File: src/hdl/fetch_pkg.sv
// fetch front end package with address and instruction types, opcodes and packet layout
package fetch_pkg;

    localparam int XLEN = 32;                   // rv32i datapath width

    typedef logic [XLEN-1:0] addr_t;            // byte address
    typedef logic [XLEN-1:0] inst_t;            // raw instruction word

    localparam addr_t RESET_PC = 32'h0000_0000; // first fetch after reset

    // rv32i major opcodes seen by the predictor
    localparam logic [6:0] OPC_BRANCH = 7'b1100011; // beq/bne/blt/bge/bltu/bgeu
    localparam logic [6:0] OPC_JAL    = 7'b1101111; // pc relative jump
    localparam logic [6:0] OPC_JALR   = 7'b1100111; // register indirect jump

    // output queue toward decode
    localparam int BUF_DEPTH = 2;                              // packets held
    localparam int BUF_PTR_W = (BUF_DEPTH > 1) ? $clog2(BUF_DEPTH) : 1; // slot index
    localparam int BUF_CNT_W = $clog2(BUF_DEPTH + 1);          // 0..BUF_DEPTH

    // one fetched instruction plus its prediction, 97 bits
    typedef struct packed {
        addr_t pc;                              // address of inst
        inst_t inst;                            // word from imem
        logic  pred_taken;                      // static prediction
        addr_t pred_target;                     // next pc as predicted
    } fetch_pkt_t;

    // wishbone master states
    typedef enum logic [1:0] {
        BUS_IDLE,                               // no cycle open
        BUS_READ,                               // read open, data wanted
        BUS_DROP                                // read open, data stale
    } bus_state_e;

endpackage

File: src/hdl/fetch_wb_master.sv
// wishbone classic read master fetching one instruction word per cycle and dropping stale replies
`timescale 1ns/1ps

module fetch_wb_master import fetch_pkg::*; (
    input  logic                 clk_i,
    input  logic                 arst_n_i,
    input  addr_t                fetch_pc_i,   // pc to fetch next
    input  logic                 redirect_i,   // back end flush
    input  logic [BUF_CNT_W-1:0] buf_free_i,   // free slots in output queue
    input  inst_t                wb_dat_i,
    input  logic                 wb_ack_i,
    output logic                 wb_cyc_o,
    output logic                 wb_stb_o,
    output addr_t                wb_adr_o,
    output logic                 rsp_valid_o,  // word accepted this cycle
    output addr_t                rsp_pc_o,
    output inst_t                rsp_inst_o
);

    bus_state_e state_q;
    bus_state_e state_d;
    addr_t      adr_q;                         // address held for the open cycle
    logic       start;

    // only one read in flight, so from idle a single free slot is enough
    // a redirect in the same cycle would latch the old pc, so wait a clock
    assign start = (state_q == BUS_IDLE) && !redirect_i && (buf_free_i != '0);

    always_comb begin
        state_d = state_q;
        case (state_q)
            BUS_IDLE: begin
                if (start) begin
                    state_d = BUS_READ;        // cyc/stb rise next cycle
                end
            end
            BUS_READ: begin
                if (wb_ack_i) begin
                    state_d = BUS_IDLE;        // lower cyc after ack
                end else if (redirect_i) begin
                    state_d = BUS_DROP;        // must still wait for ack
                end
            end
            BUS_DROP: begin
                if (wb_ack_i) begin
                    state_d = BUS_IDLE;        // stale word thrown away
                end
            end
            default: state_d = BUS_IDLE;
        endcase
    end

    always_ff @(posedge clk_i or negedge arst_n_i) begin
        if (!arst_n_i) begin
            state_q <= BUS_IDLE;
        end else begin
            state_q <= state_d;
        end
    end

    always_ff @(posedge clk_i) begin
        if (start) begin
            adr_q <= fetch_pc_i;               // frozen until ack
        end
    end

    assign wb_cyc_o = (state_q != BUS_IDLE);
    assign wb_stb_o = (state_q == BUS_READ) || (state_q == BUS_DROP);
    assign wb_adr_o = adr_q;

    // data passes straight through and a late redirect kills it too
    assign rsp_valid_o = (state_q == BUS_READ) && wb_ack_i && !redirect_i;
    assign rsp_pc_o    = adr_q;
    assign rsp_inst_o  = wb_dat_i;

    // slave may stall, but the request must not move under it
    property p_adr_stable;
        @(posedge clk_i) disable iff (!arst_n_i)
        (wb_stb_o && !wb_ack_i) |=> (wb_stb_o && $stable(wb_adr_o));
    endproperty
    a_adr_stable: assert property (p_adr_stable);

    // slave answers only a request that is up
    a_ack_in_cycle: assert property (@(posedge clk_i) disable iff (!arst_n_i)
        wb_ack_i |-> wb_stb_o);

    // queue reports at most its own depth
    a_free_range: assert property (@(posedge clk_i) disable iff (!arst_n_i)
        buf_free_i <= BUF_CNT_W'(BUF_DEPTH));

endmodule

File: src/hdl/static_branch_predictor.sv
// static predictor, backward branches and jal taken, everything else falls through
`timescale 1ns/1ps

module static_branch_predictor import fetch_pkg::*; (
    input  addr_t pc_i,            // address of inst_i
    input  inst_t inst_i,          // word just fetched
    input  logic  valid_i,         // inst_i is real this cycle
    output logic  pred_taken_o,
    output addr_t pred_target_o    // pc + 4 when not taken
);

    logic [6:0] opcode;
    addr_t      b_imm;             // sign extended branch offset
    addr_t      j_imm;             // sign extended jal offset
    logic       taken;
    addr_t      target;

    assign opcode = inst_i[6:0];

    // imm[12|10:5|4:1|11], bit 0 always zero
    assign b_imm = {{20{inst_i[31]}}, inst_i[7], inst_i[30:25], inst_i[11:8], 1'b0};
    // imm[20|10:1|11|19:12], bit 0 always zero
    assign j_imm = {{12{inst_i[31]}}, inst_i[19:12], inst_i[20], inst_i[30:21], 1'b0};

    always_comb begin
        taken  = 1'b0;
        target = pc_i + 32'd4;     // fall through
        case (opcode)
            OPC_BRANCH: begin
                if (b_imm[31]) begin
                    taken  = 1'b1; // backward, likely a loop
                    target = pc_i + b_imm;
                end
            end
            OPC_JAL: begin
                taken  = 1'b1;     // always jumps
                target = pc_i + j_imm;
            end
            OPC_JALR: begin
                // target lives in a register, unknown here
                taken = 1'b0;
            end
            default: begin
                taken = 1'b0;
            end
        endcase
    end

    assign pred_taken_o  = valid_i & taken;
    assign pred_target_o = target;

endmodule

File: src/hdl/fetch_pc_gen.sv
// program counter, follows redirect, then prediction, then sequential flow
`timescale 1ns/1ps

module fetch_pc_gen import fetch_pkg::*; (
    input  logic  clk_i,
    input  logic  arst_n_i,
    input  logic  redirect_i,      // back end correction
    input  addr_t redirect_pc_i,
    input  logic  rsp_valid_i,     // a fetch just completed
    input  addr_t rsp_pc_i,        // its address
    input  logic  pred_taken_i,
    input  addr_t pred_target_i,
    output addr_t fetch_pc_o       // next address for the master
);

    addr_t pc_q;
    addr_t pc_d;

    always_comb begin
        pc_d = pc_q;                                   // hold while bus busy
        if (redirect_i) begin
            pc_d = redirect_pc_i;                      // back end wins
        end else if (rsp_valid_i && pred_taken_i) begin
            pc_d = pred_target_i;                      // follow prediction
        end else if (rsp_valid_i) begin
            pc_d = rsp_pc_i + 32'd4;                   // straight line
        end
    end

    always_ff @(posedge clk_i or negedge arst_n_i) begin
        if (!arst_n_i) begin
            pc_q <= RESET_PC;
        end else begin
            pc_q <= pc_d;
        end
    end

    assign fetch_pc_o = pc_q;

    // redirect targets and predicted offsets both keep 4 byte alignment
    a_pc_aligned: assert property (@(posedge clk_i) disable iff (!arst_n_i)
        fetch_pc_o[1:0] == 2'b00);

endmodule

File: src/hdl/fetch_out_buffer.sv
// small circular packet queue toward decode, flushable, reports free slots
`timescale 1ns/1ps

module fetch_out_buffer import fetch_pkg::*; (
    input  logic                 clk_i,
    input  logic                 arst_n_i,
    input  logic                 flush_i,     // drop everything
    input  logic                 wr_i,        // push wr_pkt_i
    input  fetch_pkt_t           wr_pkt_i,
    input  logic                 ready_i,     // decode takes head
    output fetch_pkt_t           pkt_o,       // head of queue
    output logic                 valid_o,
    output logic [BUF_CNT_W-1:0] free_o
);

    fetch_pkt_t           mem [BUF_DEPTH];     // payload, no reset
    logic [BUF_PTR_W-1:0] wr_ptr_q;
    logic [BUF_PTR_W-1:0] rd_ptr_q;
    logic [BUF_CNT_W-1:0] cnt_q;               // entries held
    logic                 do_wr;
    logic                 do_rd;

    function automatic logic [BUF_PTR_W-1:0] ptr_inc(input logic [BUF_PTR_W-1:0] p);
        return (p == BUF_PTR_W'(BUF_DEPTH - 1)) ? '0 : p + 1'b1; // wrap at depth
    endfunction

    assign do_wr = wr_i && !flush_i;                // flush beats a same cycle push
    assign do_rd = valid_o && ready_i && !flush_i;  // pop on handshake

    always_ff @(posedge clk_i or negedge arst_n_i) begin
        if (!arst_n_i) begin
            wr_ptr_q <= '0;
            rd_ptr_q <= '0;
            cnt_q    <= '0;
        end else if (flush_i) begin
            wr_ptr_q <= '0;                    // empty, restart at slot 0
            rd_ptr_q <= '0;
            cnt_q    <= '0;
        end else begin
            if (do_wr) begin
                wr_ptr_q <= ptr_inc(wr_ptr_q);
            end
            if (do_rd) begin
                rd_ptr_q <= ptr_inc(rd_ptr_q);
            end
            case ({do_wr, do_rd})
                2'b10:   cnt_q <= cnt_q + 1'b1;
                2'b01:   cnt_q <= cnt_q - 1'b1;
                default: cnt_q <= cnt_q;       // both or neither
            endcase
        end
    end

    always_ff @(posedge clk_i) begin
        if (do_wr) begin
            mem[wr_ptr_q] <= wr_pkt_i;
        end
    end

    assign pkt_o   = mem[rd_ptr_q];
    assign valid_o = (cnt_q != '0);
    assign free_o  = BUF_CNT_W'(BUF_DEPTH) - cnt_q;

    // master gates its reads on free_o, so a full queue never sees a push
    a_no_overflow: assert property (@(posedge clk_i) disable iff (!arst_n_i)
        (wr_i && !flush_i) |-> (cnt_q != BUF_CNT_W'(BUF_DEPTH)));

endmodule

File: src/hdl/fetch_unit_top.sv
// instruction fetch front end, wishbone master, static predictor, pc and decode queue
`timescale 1ns/1ps

module fetch_unit_top import fetch_pkg::*; (
    input  logic       clk_i,
    input  logic       arst_n_i,
    // instruction memory, wishbone classic read only
    output logic       wb_cyc_o,
    output logic       wb_stb_o,
    output addr_t      wb_adr_o,
    input  inst_t      wb_dat_i,
    input  logic       wb_ack_i,
    // decode side
    output fetch_pkt_t pkt_o,
    output logic       pkt_valid_o,
    input  logic       pkt_ready_i,
    // back end redirect
    input  logic       redirect_i,
    input  addr_t      redirect_pc_i
);

    addr_t                fetch_pc;            // pc gen -> master
    logic                 rsp_valid;           // accepted fetch
    addr_t                rsp_pc;
    inst_t                rsp_inst;
    logic                 pred_taken;
    addr_t                pred_target;
    logic [BUF_CNT_W-1:0] buf_free;            // queue -> master
    fetch_pkt_t           wr_pkt;

    fetch_wb_master u_master (
        .clk_i       (clk_i),
        .arst_n_i    (arst_n_i),
        .fetch_pc_i  (fetch_pc),
        .redirect_i  (redirect_i),
        .buf_free_i  (buf_free),
        .wb_dat_i    (wb_dat_i),
        .wb_ack_i    (wb_ack_i),
        .wb_cyc_o    (wb_cyc_o),
        .wb_stb_o    (wb_stb_o),
        .wb_adr_o    (wb_adr_o),
        .rsp_valid_o (rsp_valid),
        .rsp_pc_o    (rsp_pc),
        .rsp_inst_o  (rsp_inst)
    );

    static_branch_predictor u_pred (
        .pc_i          (rsp_pc),
        .inst_i        (rsp_inst),
        .valid_i       (rsp_valid),
        .pred_taken_o  (pred_taken),
        .pred_target_o (pred_target)
    );

    fetch_pc_gen u_pc_gen (
        .clk_i         (clk_i),
        .arst_n_i      (arst_n_i),
        .redirect_i    (redirect_i),
        .redirect_pc_i (redirect_pc_i),
        .rsp_valid_i   (rsp_valid),
        .rsp_pc_i      (rsp_pc),
        .pred_taken_i  (pred_taken),
        .pred_target_i (pred_target),
        .fetch_pc_o    (fetch_pc)
    );

    // packet as decode will see it
    assign wr_pkt = '{pc: rsp_pc, inst: rsp_inst, pred_taken: pred_taken,
                      pred_target: pred_target};

    fetch_out_buffer u_buf (
        .clk_i    (clk_i),
        .arst_n_i (arst_n_i),
        .flush_i  (redirect_i),                // wrong path packets go
        .wr_i     (rsp_valid),
        .wr_pkt_i (wr_pkt),
        .ready_i  (pkt_ready_i),
        .pkt_o    (pkt_o),
        .valid_o  (pkt_valid_o),
        .free_o   (buf_free)
    );

endmodule

File: config.mk
export PLATFORM = sky130hd
export DESIGN_NAME = fetch_unit_top
export DESIGN_NICKNAME = d
export VERILOG_FILES = /design/src/hdl/fetch_pkg.sv /design/src/hdl/fetch_wb_master.sv /design/src/hdl/static_branch_predictor.sv /design/src/hdl/fetch_pc_gen.sv /design/src/hdl/fetch_out_buffer.sv /design/src/hdl/fetch_unit_top.sv
export SDC_FILE = /design/constraint.sdc
export NUM_CORES = 1
export LEC_CHECK = 0
export ABC_AREA = 1
export BUFFER_PORTS_ARGS = -buffer_cell sky130_fd_sc_hd__clkbuf_2
export CELL_PAD_IN_SITES_DETAIL_PLACEMENT = 1
export CELL_PAD_IN_SITES_GLOBAL_PLACEMENT = 2
export CORE_MARGIN = 10
export CORE_UTILIZATION = 36
export CTS_BUF_LIST = sky130_fd_sc_hd__clkbuf_8
export CTS_CLUSTER_DIAMETER = 150
export CTS_CLUSTER_SIZE = 30
export DETAILED_ROUTE_END_ITERATION = 6
export GPL_ROUTABILITY_DRIVEN = 0
export PLACE_DENSITY_LB_ADDON = 0.1
export SLEW_MARGIN = 20
export SYNTH_ARGS = -nofsm -noshare
export SYNTH_HDL_FRONTEND = slang
export SYNTH_HIERARCHICAL = 1
export SYNTH_SLANG_ARGS = --single-unit
File: constraint.sdc
create_clock -name clk_i -period 18.3 [get_ports clk_i]
set_input_delay 0.915 -clock clk_i [delete_from_list [all_inputs] [get_ports clk_i]]
set_output_delay 0.915 -clock clk_i [all_outputs]
set_load 0.03 [all_outputs]
==> flow_summary.ini, run 1 <==
[outcome]
status = complete, no violations

[logic_synthesis]
synth_area_um2 = 17000
synth.avg_cell_area_um2 = 7.58
yosysTopAreaCell = edfxtp_1
yosys-top-cells-count = 899 x nand2_1, 226 x edfxtp_1, 213 x inv_1
synth_ff_type = edfxtp_1
synth.distinct_cells = 44
synth_edf_count = 226
ys_warn_count = 6
synthCells = 2241
yosysMostFrequentCell = nand2_1
synth-seq-cells = 264
synth-async-reset-ratio_pct = 14.4
yosysSeqAreaShare_pct = 45.5
yosys-top-cells-area = edfxtp_1 40%, nand2_1 20%, nand3_1 5.7%, dfrtp_1 5.6%, inv_1 4.7%
synth_top_area_share_pct = 39.9
syn-num-nets = 2362

[timing]
skew_ns = 0.0231
tightestPinTransition_ns = 0.968
finalSetupViolCount = 0
finalCritPeriodShare_pct = 21.1
fin_crit_ns = 3.87
fmaxAchievable_mhz = 259
grt_setup_unrepaired = no
slew_headroom_pct = 35.5
hold_viol = 0
drv_slew = 0
holdWs_ns = 0.415
setup_tns_ns = 0

[worst_setup_path]
crit_fanout = 75
required_ns = 17.39
end_kind = primary output
critPathKind = flip-flop to primary output
critPathArrivalTime_ns = 2.95
setup.worst_path.start_class = flip-flop

[cts]
postCtsSetupRepairBufs = 0
cts.htree.levels = 1
holdBufCountCts = 0
numCtsBuffers = 12
cts_sinks = 264
cts_resized = 0
cts.reportedPaths.clkPinSlew_ns = 0.17
cts_tree = done
insertion_delay_ns = 0.57
root_buffer = clkbuf_8
max-clock-path-buffers = 3

[finish]
nFillCells = 5875
drive_above_1_share_pct = 13.1
syn_to_final_growth_pct = 8.50
nets = 2490

[placed_design]
port_buffers = 200
dpl.hpwl_um = 51600

[die]
placementRows = 79
io_pins = 201
start_util_pct = 36.4
fp.dieW_um = 237
chipHeight_um = 237
dieArea_um2 = 56300
core-area_um2 = 46700

[global_route]
grt_start_max_net_pins = 76
grt_pass1_vias = 15500
grt_pass1_wl_um = 98900
grt.overflow.total = 0
track_usage_pct = 22.9
grt_antenna_before_repair = 2

[detailed_routing]
drc_errors = 0
ant_nets = 0
viasPerCell = 5.13
routed-via-count = 15317
drtPass1Iterations = 5
wl_per_cell_um = 22.2
drt_iter0_drc = 1138
finalWirelength_um = 66300

[power]
p_per_area_nw_per_um2 = 105
leakage_nw = 8.57
ir_drop_v = 0.0000692
p_total_mw = 1.93

[job]
drv_cap = 0

[min_path]
hold_path.class = input pin to asynchronous set/reset pin
[path summary, 6_finish.rpt]
kind / endpoint / depth (start not counted) / start / slack, ns
worst max-delay path: pkt_o[88] / 5 / u_buf/rd_ptr_q / 14.43
worst min-delay path: u_buf/cnt_q[0] / 2 / arst_n_i / 0.41
worst max register to register: u_pc_gen/fetch_pc_o[18] / 14 / u_master/rsp_pc_o[10] / 14.72
worst min register to register: u_master/rsp_pc_o[11] / 0 / u_pc_gen/fetch_pc_o[11] / 0.48
max in group asynchronous: u_buf/rd_ptr_q / 2 / arst_n_i / 17.41
min in group clk_i: u_master/rsp_pc_o[11] / 0 / u_pc_gen/fetch_pc_o[11] / 0.48
[layer usage]
metal	up-vias	wire length (µm)	global-route usage, %
li1	7444	-	-
met1	7471	30700	30.8
met2	336	31200	38.4
met3	66	2610	2.58
met4	0	1820	5.94
met5	-	0	0
[worst max-delay path, stage by stage (launching register included)]
cell	delay, ns
dfrtp_4	0.73
inv_4	0.33
buf_4	0.72
nand2_1	0.12
nand2_1	0.16
clkbuf_2	0.23
[logic make-up after synthesis]
family / synth area share, %
xor+xnor: 1.03
flops: 45.5
fa+ha+maj: 3.92
buf+inv: 9.73
simple gates: 33.9
compound gates: 5.88
[per-stage QoR]
stage                     instances  util [%]  worst slack (ns)  area [µm²]
after global placement         2960      39.0             14.07       18200
after floorplan                2241         -             12.22       17000
after CTS                      2981      39.5             14.34       18400
after global routing           2983      39.5             14.19       18400
after detailed placement       2961      39.0             14.07       18200
final                          2983      39.5             14.43       18400
[power by group]
| group | switching, mW | internal [mW] |
|---|---|---|
| sequential | 0.0811 | 0.732 |
| clock | 0.178 | 0.0675 |
| combinational | 0.642 | 0.229 |
[cell type report]
cell class | count | area [µm²] | share of cell area [%]
Antenna cell | 1 | 2.50 | 0.0136
Clock buffer | 13 | 179 | 0.970
Clock inverter | 7 | 28.8 | 0.156
Inverter | 232 | 873 | 4.74
Multi-Input combinational cell | 1632 | 7620 | 41.4
Sequential cell | 264 | 7740 | 42.0
Tap cell | 607 | 759 | 4.12
Timing Repair Buffer | 227 | 1230 | 6.66
[cells in the final DEF, fill, tap and decap left out, drive strengths merged, types with 8 or more instances in the layout]
master,netlist,final
o21bai,9,9
a21oi,68,68
nor3,26,26
nand4,14,14
nor2,223,223
buf,99,27
a22oi,20,20
nand2,913,913
edfxtp,226,226
clkbuf,14,213
o21ai,52,52
o211ai,12,12
ha,50,50
xor2,12,12
dfrtp,38,38
xnor2,8,8
inv,231,236
nand3,194,194
or2,8,8
[state kept, by name, summed over array words and instances, names as in the netlist]
name	count
u_buf/rd_ptr_q	1
u_buf/cnt_q	2
u_master/rsp_pc_o	32
u_pc_gen/fetch_pc_o	32
u_buf/mem	194
u_master/state_q	2
u_buf/wr_ptr_q	1
(Power assumes the default switching activity.)
==> run 2, diff against run 1 <==
--- a/config.mk
+++ b/config.mk
@@ -10,7 +10,7 @@
 export CELL_PAD_IN_SITES_DETAIL_PLACEMENT = 1
 export CELL_PAD_IN_SITES_GLOBAL_PLACEMENT = 2
 export CORE_MARGIN = 10
-export CORE_UTILIZATION = 36
+export CORE_UTILIZATION = 32
 export CTS_BUF_LIST = sky130_fd_sc_hd__clkbuf_8
 export CTS_CLUSTER_DIAMETER = 150
 export CTS_CLUSTER_SIZE = 30
==> constraint.sdc (replaced) <==
create_clock -name clk_i -period 3.4 [get_ports clk_i]
set_input_delay 0.17 -clock clk_i [delete_from_list [all_inputs] [get_ports clk_i]]
set_output_delay 0.17 -clock clk_i [all_outputs]
set_load 0.03 [all_outputs]
==> run 2 against run 1 <==
Utilization is 1.9 points lower. Sequential share of layout area down 2.8 points. Final area grew 7.1%. Critical path type is now flip-flop to flip-flop. Largest cell class unchanged.
==> flow_summary.ini, run 2 (synthesis results as in run 1) <==
[die]
io_pins = 201
placementRows = 84
dieArea_um2 = 62700
core-area_um2 = 52600
chipHeight_um = 250
fp.dieW_um = 250
start_util_pct = 32.3

[finish]
syn_to_final_growth_pct = 16.3
final_common_cell = nand2_1
nets = 2621
nFillCells = 6545
seqCellArea_um2 = 7740
layout_common_cells = 899 x nand2_1, 226 x edfxtp_1, 219 x inv_1
largest_reg_flops = 194
multi_input_area_um2 = 7640
drive_above_1_share_pct = 15.0
top_register = u_buf/mem

[worst_setup_path]
reg2reg_depth = 14
reg2reg_to = u_pc_gen/fetch_pc_o[26]
end_kind = flip-flop
rrSetupSlack_ns = 0.27
critical_path.top_delay_family = simple AND/OR/NAND/NOR gates
crit_chain = ha_1 > nand2_1 > nor2_2 > nand2_1 > nor3_1 > nand2_1 > nand2_1 > nand2_1 > nand3_1 > nand3_1 > nor2_1 > nor2_1 > nand2_1 > nand2_1
critical_path.slowest_cell = edfxtp_1
cpMostUsedCell = nand2_1
worstReg2RegStart = u_master/rsp_pc_o[24]
critPathMaxStageDelay_ns = 0.57
cp_num_buf_inv = 0
setup.worst_path.start_class = flip-flop
critPathArrivalTime_ns = 3.61
critPathKind = flip-flop to flip-flop
crit_fanout = 6
required_ns = 3.88

[timing]
skew_ns = 0.0286
fmaxAchievable_mhz = 320
tightestPinTransition_ns = 0.923
finalCritPeriodShare_pct = 92.0
worst_slack_ns = 0.270
grt_setup_unrepaired = no
fin_crit_ns = 3.13
hold_viol = 0
finalSetupViolCount = 0
setup_tns_ns = 0
slew_headroom_pct = 38.4
drv_slew = 0

[power]
leakage_nw = 9.18
ir_drop_v = 0.000434
p_per_area_nw_per_um2 = 545
p_total_mw = 10.8

[placed_design]
post-place-ws_ns = 0.0101
dpl.hpwl_um = 57200
port_buffers = 200

[cts]
insertion_delay_ns = 0.60
cts_sinks = 264
root_buffer = clkbuf_8
cts.htree.levels = 1
max-clock-path-buffers = 3
cts.reportedPaths.clkPinSlew_ns = 0.19
numCtsBuffers = 12
cts_tree = done

[detailed_routing]
wl_met3_um = 3210
top_layer = met4
drt-met1-wl_um = 32800
finalWirelength_um = 72500
routed-via-count = 15895
wl_per_cell_um = 22.7
viasPerCell = 4.97
drt_iter0_drc = 1246
drc_errors = 0
ant_nets = 0
wl_met2_um = 34700
drtPass1Iterations = 5

[outcome]
status = complete, no violations

[global_route]
grt_start_max_net_pins = 59
grt_antenna_before_repair = 1
grt.overflow.total = 0
grt_pass1_vias = 16397
grt_pass1_wl_um = 107000
track_usage_pct = 22.4

[job]
drv_cap = 0

[min_path]
hold_path.class = input pin to asynchronous set/reset pin
[run 2: changes by cell type in the layout (fill, tap and decap cells not counted), sizes merged]
cell	delta
dlygate4sd3	+66
buf	+65
clkinv	-2
clkinvlp	+1
inv	+1
[run 2: cell type report]
cell class / count / share of cell area [%]
clock inverters: 7 / 0.152
flip-flops and latches: 264 / 39.2
clock buffers: 13 / 0.906
inverters: 232 / 4.42
well taps: 688 / 4.36
multi-input cells: 1632 / 38.7
diodes: 1 / 0.0127
repair buffers: 358 / 12.3
[run 2: report_power, final]
group          internal [mW]  switching (mW)  total [mW]  leakage (nW)
logic                   1.45            3.74        5.20          6.54
clock network          0.363            1.02        1.39         0.126
registers               3.94           0.243        4.18          2.52
total                   5.75            5.01        10.8          9.18
[run 2: routing by layer]
layer	vias up	track usage, %
li1	7714	-
met1	7775	29.6
met2	346	37.8
met3	60	2.79
met4	0	5.85
met5	-	0
[run 2: worst max-delay path by stage]
| stage | from | slack (ns) | depth (start not counted) | end |
|---|---|---|---|---|
| floorplan | u_master/state_q[1] | -0.76 | 6 | u_buf/mem[0][0] |
| global placement | wb_dat_i[31] | 0.06 | 15 | u_pc_gen/fetch_pc_o[26] |
| detailed placement | wb_dat_i[31] | 0.01 | 15 | u_pc_gen/fetch_pc_o[26] |
| CTS | u_master/rsp_pc_o[1] | 0.07 | 17 | u_pc_gen/fetch_pc_o[29] |
| global route | u_master/rsp_pc_o[2] | 0.02 | 17 | u_pc_gen/fetch_pc_o[21] |
| finish | u_master/rsp_pc_o[24] | 0.27 | 14 | u_pc_gen/fetch_pc_o[26] |
[run 2: repair_timing]
item                       4_1_cts  5_1_grt
gates resized for setup          0        3
setup buffers                    0        1
setup endpoints to repair        0        7
hold endpoints to repair       116        0
hold buffers                    66        0
[run 2: per-stage QoR]
step           area, µm²  hold slack, ns  utilization [%]  instances
4_1_cts            19700          0.0659             37.6       3193
3_3_place_gp       18900           0.208             35.9       3107
2_1_floorplan      17000          -0.126                -       2241
3_5_place_dp       18900           0.213             35.9       3107
6_report           19800          0.0879             37.6       3195
5_1_grt            19800           0.103             37.6       3195
==> run 3, diff against run 2 <==
--- a/config.mk
+++ b/config.mk
@@ -9,6 +9,7 @@
 export BUFFER_PORTS_ARGS = -buffer_cell sky130_fd_sc_hd__clkbuf_2
 export CELL_PAD_IN_SITES_DETAIL_PLACEMENT = 1
 export CELL_PAD_IN_SITES_GLOBAL_PLACEMENT = 2
+export CORE_ASPECT_RATIO = 0.7
 export CORE_MARGIN = 10
 export CORE_UTILIZATION = 32
 export CTS_BUF_LIST = sky130_fd_sc_hd__clkbuf_8
@@ -17,6 +18,7 @@
 export DETAILED_ROUTE_END_ITERATION = 6
 export GPL_ROUTABILITY_DRIVEN = 0
 export PLACE_DENSITY_LB_ADDON = 0.1
+export RECOVER_POWER = 50
 export SLEW_MARGIN = 20
 export SYNTH_ARGS = -nofsm -noshare
 export SYNTH_HDL_FRONTEND = slang
==> run 3 against run 2 <==
The run now ends with capacitance limit, slew limit left. Utilization is 0.14 points lower. Total power is 0.32% higher. Die area is 0.23% higher. Critical path depth stayed put. Sequential share of layout area is 0.27 points higher. Largest power group unchanged.
==> flow_summary.ini, run 3 (synthesis results as in run 1) <==
[outcome]
status = finished with violations
violations = capacitance limit, slew limit

[global_route]
grtUsageMet3_pct = 3.64
grt_antenna_before_repair = 0
grt_pass1_wl_um = 107000
grt.overflow.total = 0
grt_use_met1_pct = 33.1
track_usage_pct = 22.4
grt_use_met2_pct = 34.7
grt.busiest_layer = met2
grt_pass1_vias = 16382
grt_start_max_net_pins = 54

[worst_setup_path]
worstReg2RegStart = u_master/rsp_pc_o[18]
critical_path.top_delay_family = simple AND/OR/NAND/NOR gates
cp_num_buf_inv = 2
crit_fanout = 10
end_kind = flip-flop
setup.worst_path.start_class = flip-flop
critical_path.slowest_cell = edfxtp_1
critPathMaxStageDelay_ns = 0.54
crit_chain = clkbuf_1 > inv_2 > nor3_1 > nand2_1 > nor2_1 > nand2_1 > xor2_1 > nand2_1 > nand3_1 > nand3_1 > nor2_1 > nor2_1 > nand2_1 > nand2_1
critPathArrivalTime_ns = 3.76
reg2reg_to = u_pc_gen/fetch_pc_o[21]
required_ns = 3.87
critPathKind = flip-flop to flip-flop
cpMostUsedCell = nand2_1
reg2reg_depth = 14
rrSetupSlack_ns = 0.11

[cts]
insertion_delay_ns = 0.59
root_buffer = clkbuf_8
max-clock-path-buffers = 3
cts.reportedPaths.clkPinSlew_ns = 0.19
cts.htree.levels = 1
cts_tree = done
cts_sinks = 264
numCtsBuffers = 12

[die]
placementRows = 70
chipHeight_um = 213
io_pins = 201
core-area_um2 = 52400
dieArea_um2 = 62900
fp.dieW_um = 295
start_util_pct = 32.4

[finish]
top_register = u_buf/mem
nets = 2630
drive_above_1_share_pct = 11.6
largest_reg_flops = 194
layout_common_cells = 900 x nand2_1, 226 x edfxtp_1, 218 x inv_1
seqCellArea_um2 = 7740
syn_to_final_growth_pct = 15.4
nFillCells = 6571
fin_util_pct = 37.5
final_common_cell = nand2_1
multi_input_area_um2 = 7620
fin_area_um2 = 19600

[detailed_routing]
drtPass1Iterations = 5
drc_errors = 0
ant_nets = 0
viasPerCell = 5.06
routed-via-count = 16178
finalWirelength_um = 71800
wl_per_cell_um = 22.4
drt_iter0_drc = 1341

[power]
p_per_area_nw_per_um2 = 550
leakage_nw = 8.94
ir_drop_v = 0.000319

[placed_design]
port_buffers = 200
dpl.hpwl_um = 56600
placed_area_um2 = 18900

[timing]
slew_headroom_pct = -3.46
tightestPinTransition_ns = 1.55
finalSetupViolCount = 0
grt_setup_unrepaired = no
hold_viol = 0
skew_ns = 0.0260
drv_slew = 22
fin_crit_ns = 3.29
finalCritPeriodShare_pct = 96.7
fmaxAchievable_mhz = 304
setup_tns_ns = 0

[min_path]
hold_end = u_pc_gen/fetch_pc_o[1]
hold_path.class = input pin to flip-flop
min_path_cells = 3
min-delay-start = redirect_i

[job]
drv_cap = 1
## run 3: cell count changes in the layout (fill, tap and decap cells not counted), sizes merged
cell,previous run,this run
clkbuf,213,241
clkinvlp,1,0
clkinv,1,2
inv,237,235
buf,92,74
bufinv,0,1
## run 3: how the worst max path moves through the flow
stage | end | depth (start not counted) | slack (ns) | from
2_1_floorplan | u_buf/mem[0][0] | 6 | -0.76 | u_master/state_q[1]
3_3_place_gp | u_pc_gen/fetch_pc_o[29] | 17 | 0.22 | u_master/rsp_pc_o[1]
3_5_place_dp | u_pc_gen/fetch_pc_o[31] | 19 | 0.15 | u_master/rsp_pc_o[1]
4_1_cts | u_pc_gen/fetch_pc_o[31] | 19 | 0.09 | u_master/rsp_pc_o[1]
5_1_grt | u_pc_gen/fetch_pc_o[22] | 16 | 0.02 | u_master/rsp_pc_o[3]
6_report | u_pc_gen/fetch_pc_o[21] | 14 | 0.11 | u_master/rsp_pc_o[18]
## run 3: through the flow
step / power (mW) / hold WS (ns) / instances / setup WS, ns
2_1_floorplan: 7.42 / -0.126 / 2241 / -0.756
3_3_place_gp: 9.32 / 0.262 / 3110 / 0.216
3_5_place_dp: 9.40 / 0.263 / 3110 / 0.150
4_1_cts: 10.9 / 0.118 / 3196 / 0.0945
5_1_grt: 11.5 / 0.155 / 3199 / 0.0199
6_report: 10.8 / 0.133 / 3200 / 0.111
## run 3: timing repair
item / CTS / global route
buffers inserted: 0 / 3
hold buffers: 66 / 0
hold endpoints to repair: 117 / 0
resized for setup: 0 / 4
setup endpoints to repair: 0 / 12
## run 3: routing by layer
layer / share of wire [%] / wire, µm
met1: 50 / 35900
met2: 43 / 30800
met3: 5.7 / 4070
met4: 1.3 / 949
met5: 0 / 0
## run 3: final cells by class
cell class                      count  area share [%]
Antenna cell                        1          0.0128
Clock buffer                       14           0.982
Clock inverter                      6           0.249
Inverter                          232            4.45
Multi-Input combinational cell   1632            38.9
Sequential cell                   264            39.5
Tap cell                          684            4.36
Timing Repair Buffer              367            11.6
## run 3: where the power goes
part,internal [mW],leakage (nW),switching (mW)
logic,1.40,6.29,3.77
clock network,0.460,0.141,1.00
registers,3.94,2.52,0.228
## run 3: tightest hold or removal path: cells and delay by family
kind | cells | cell delay (ns)
AOI/OAI and AO/OA | 2 | 0.21
buffers and inverters | 1 | 0.31
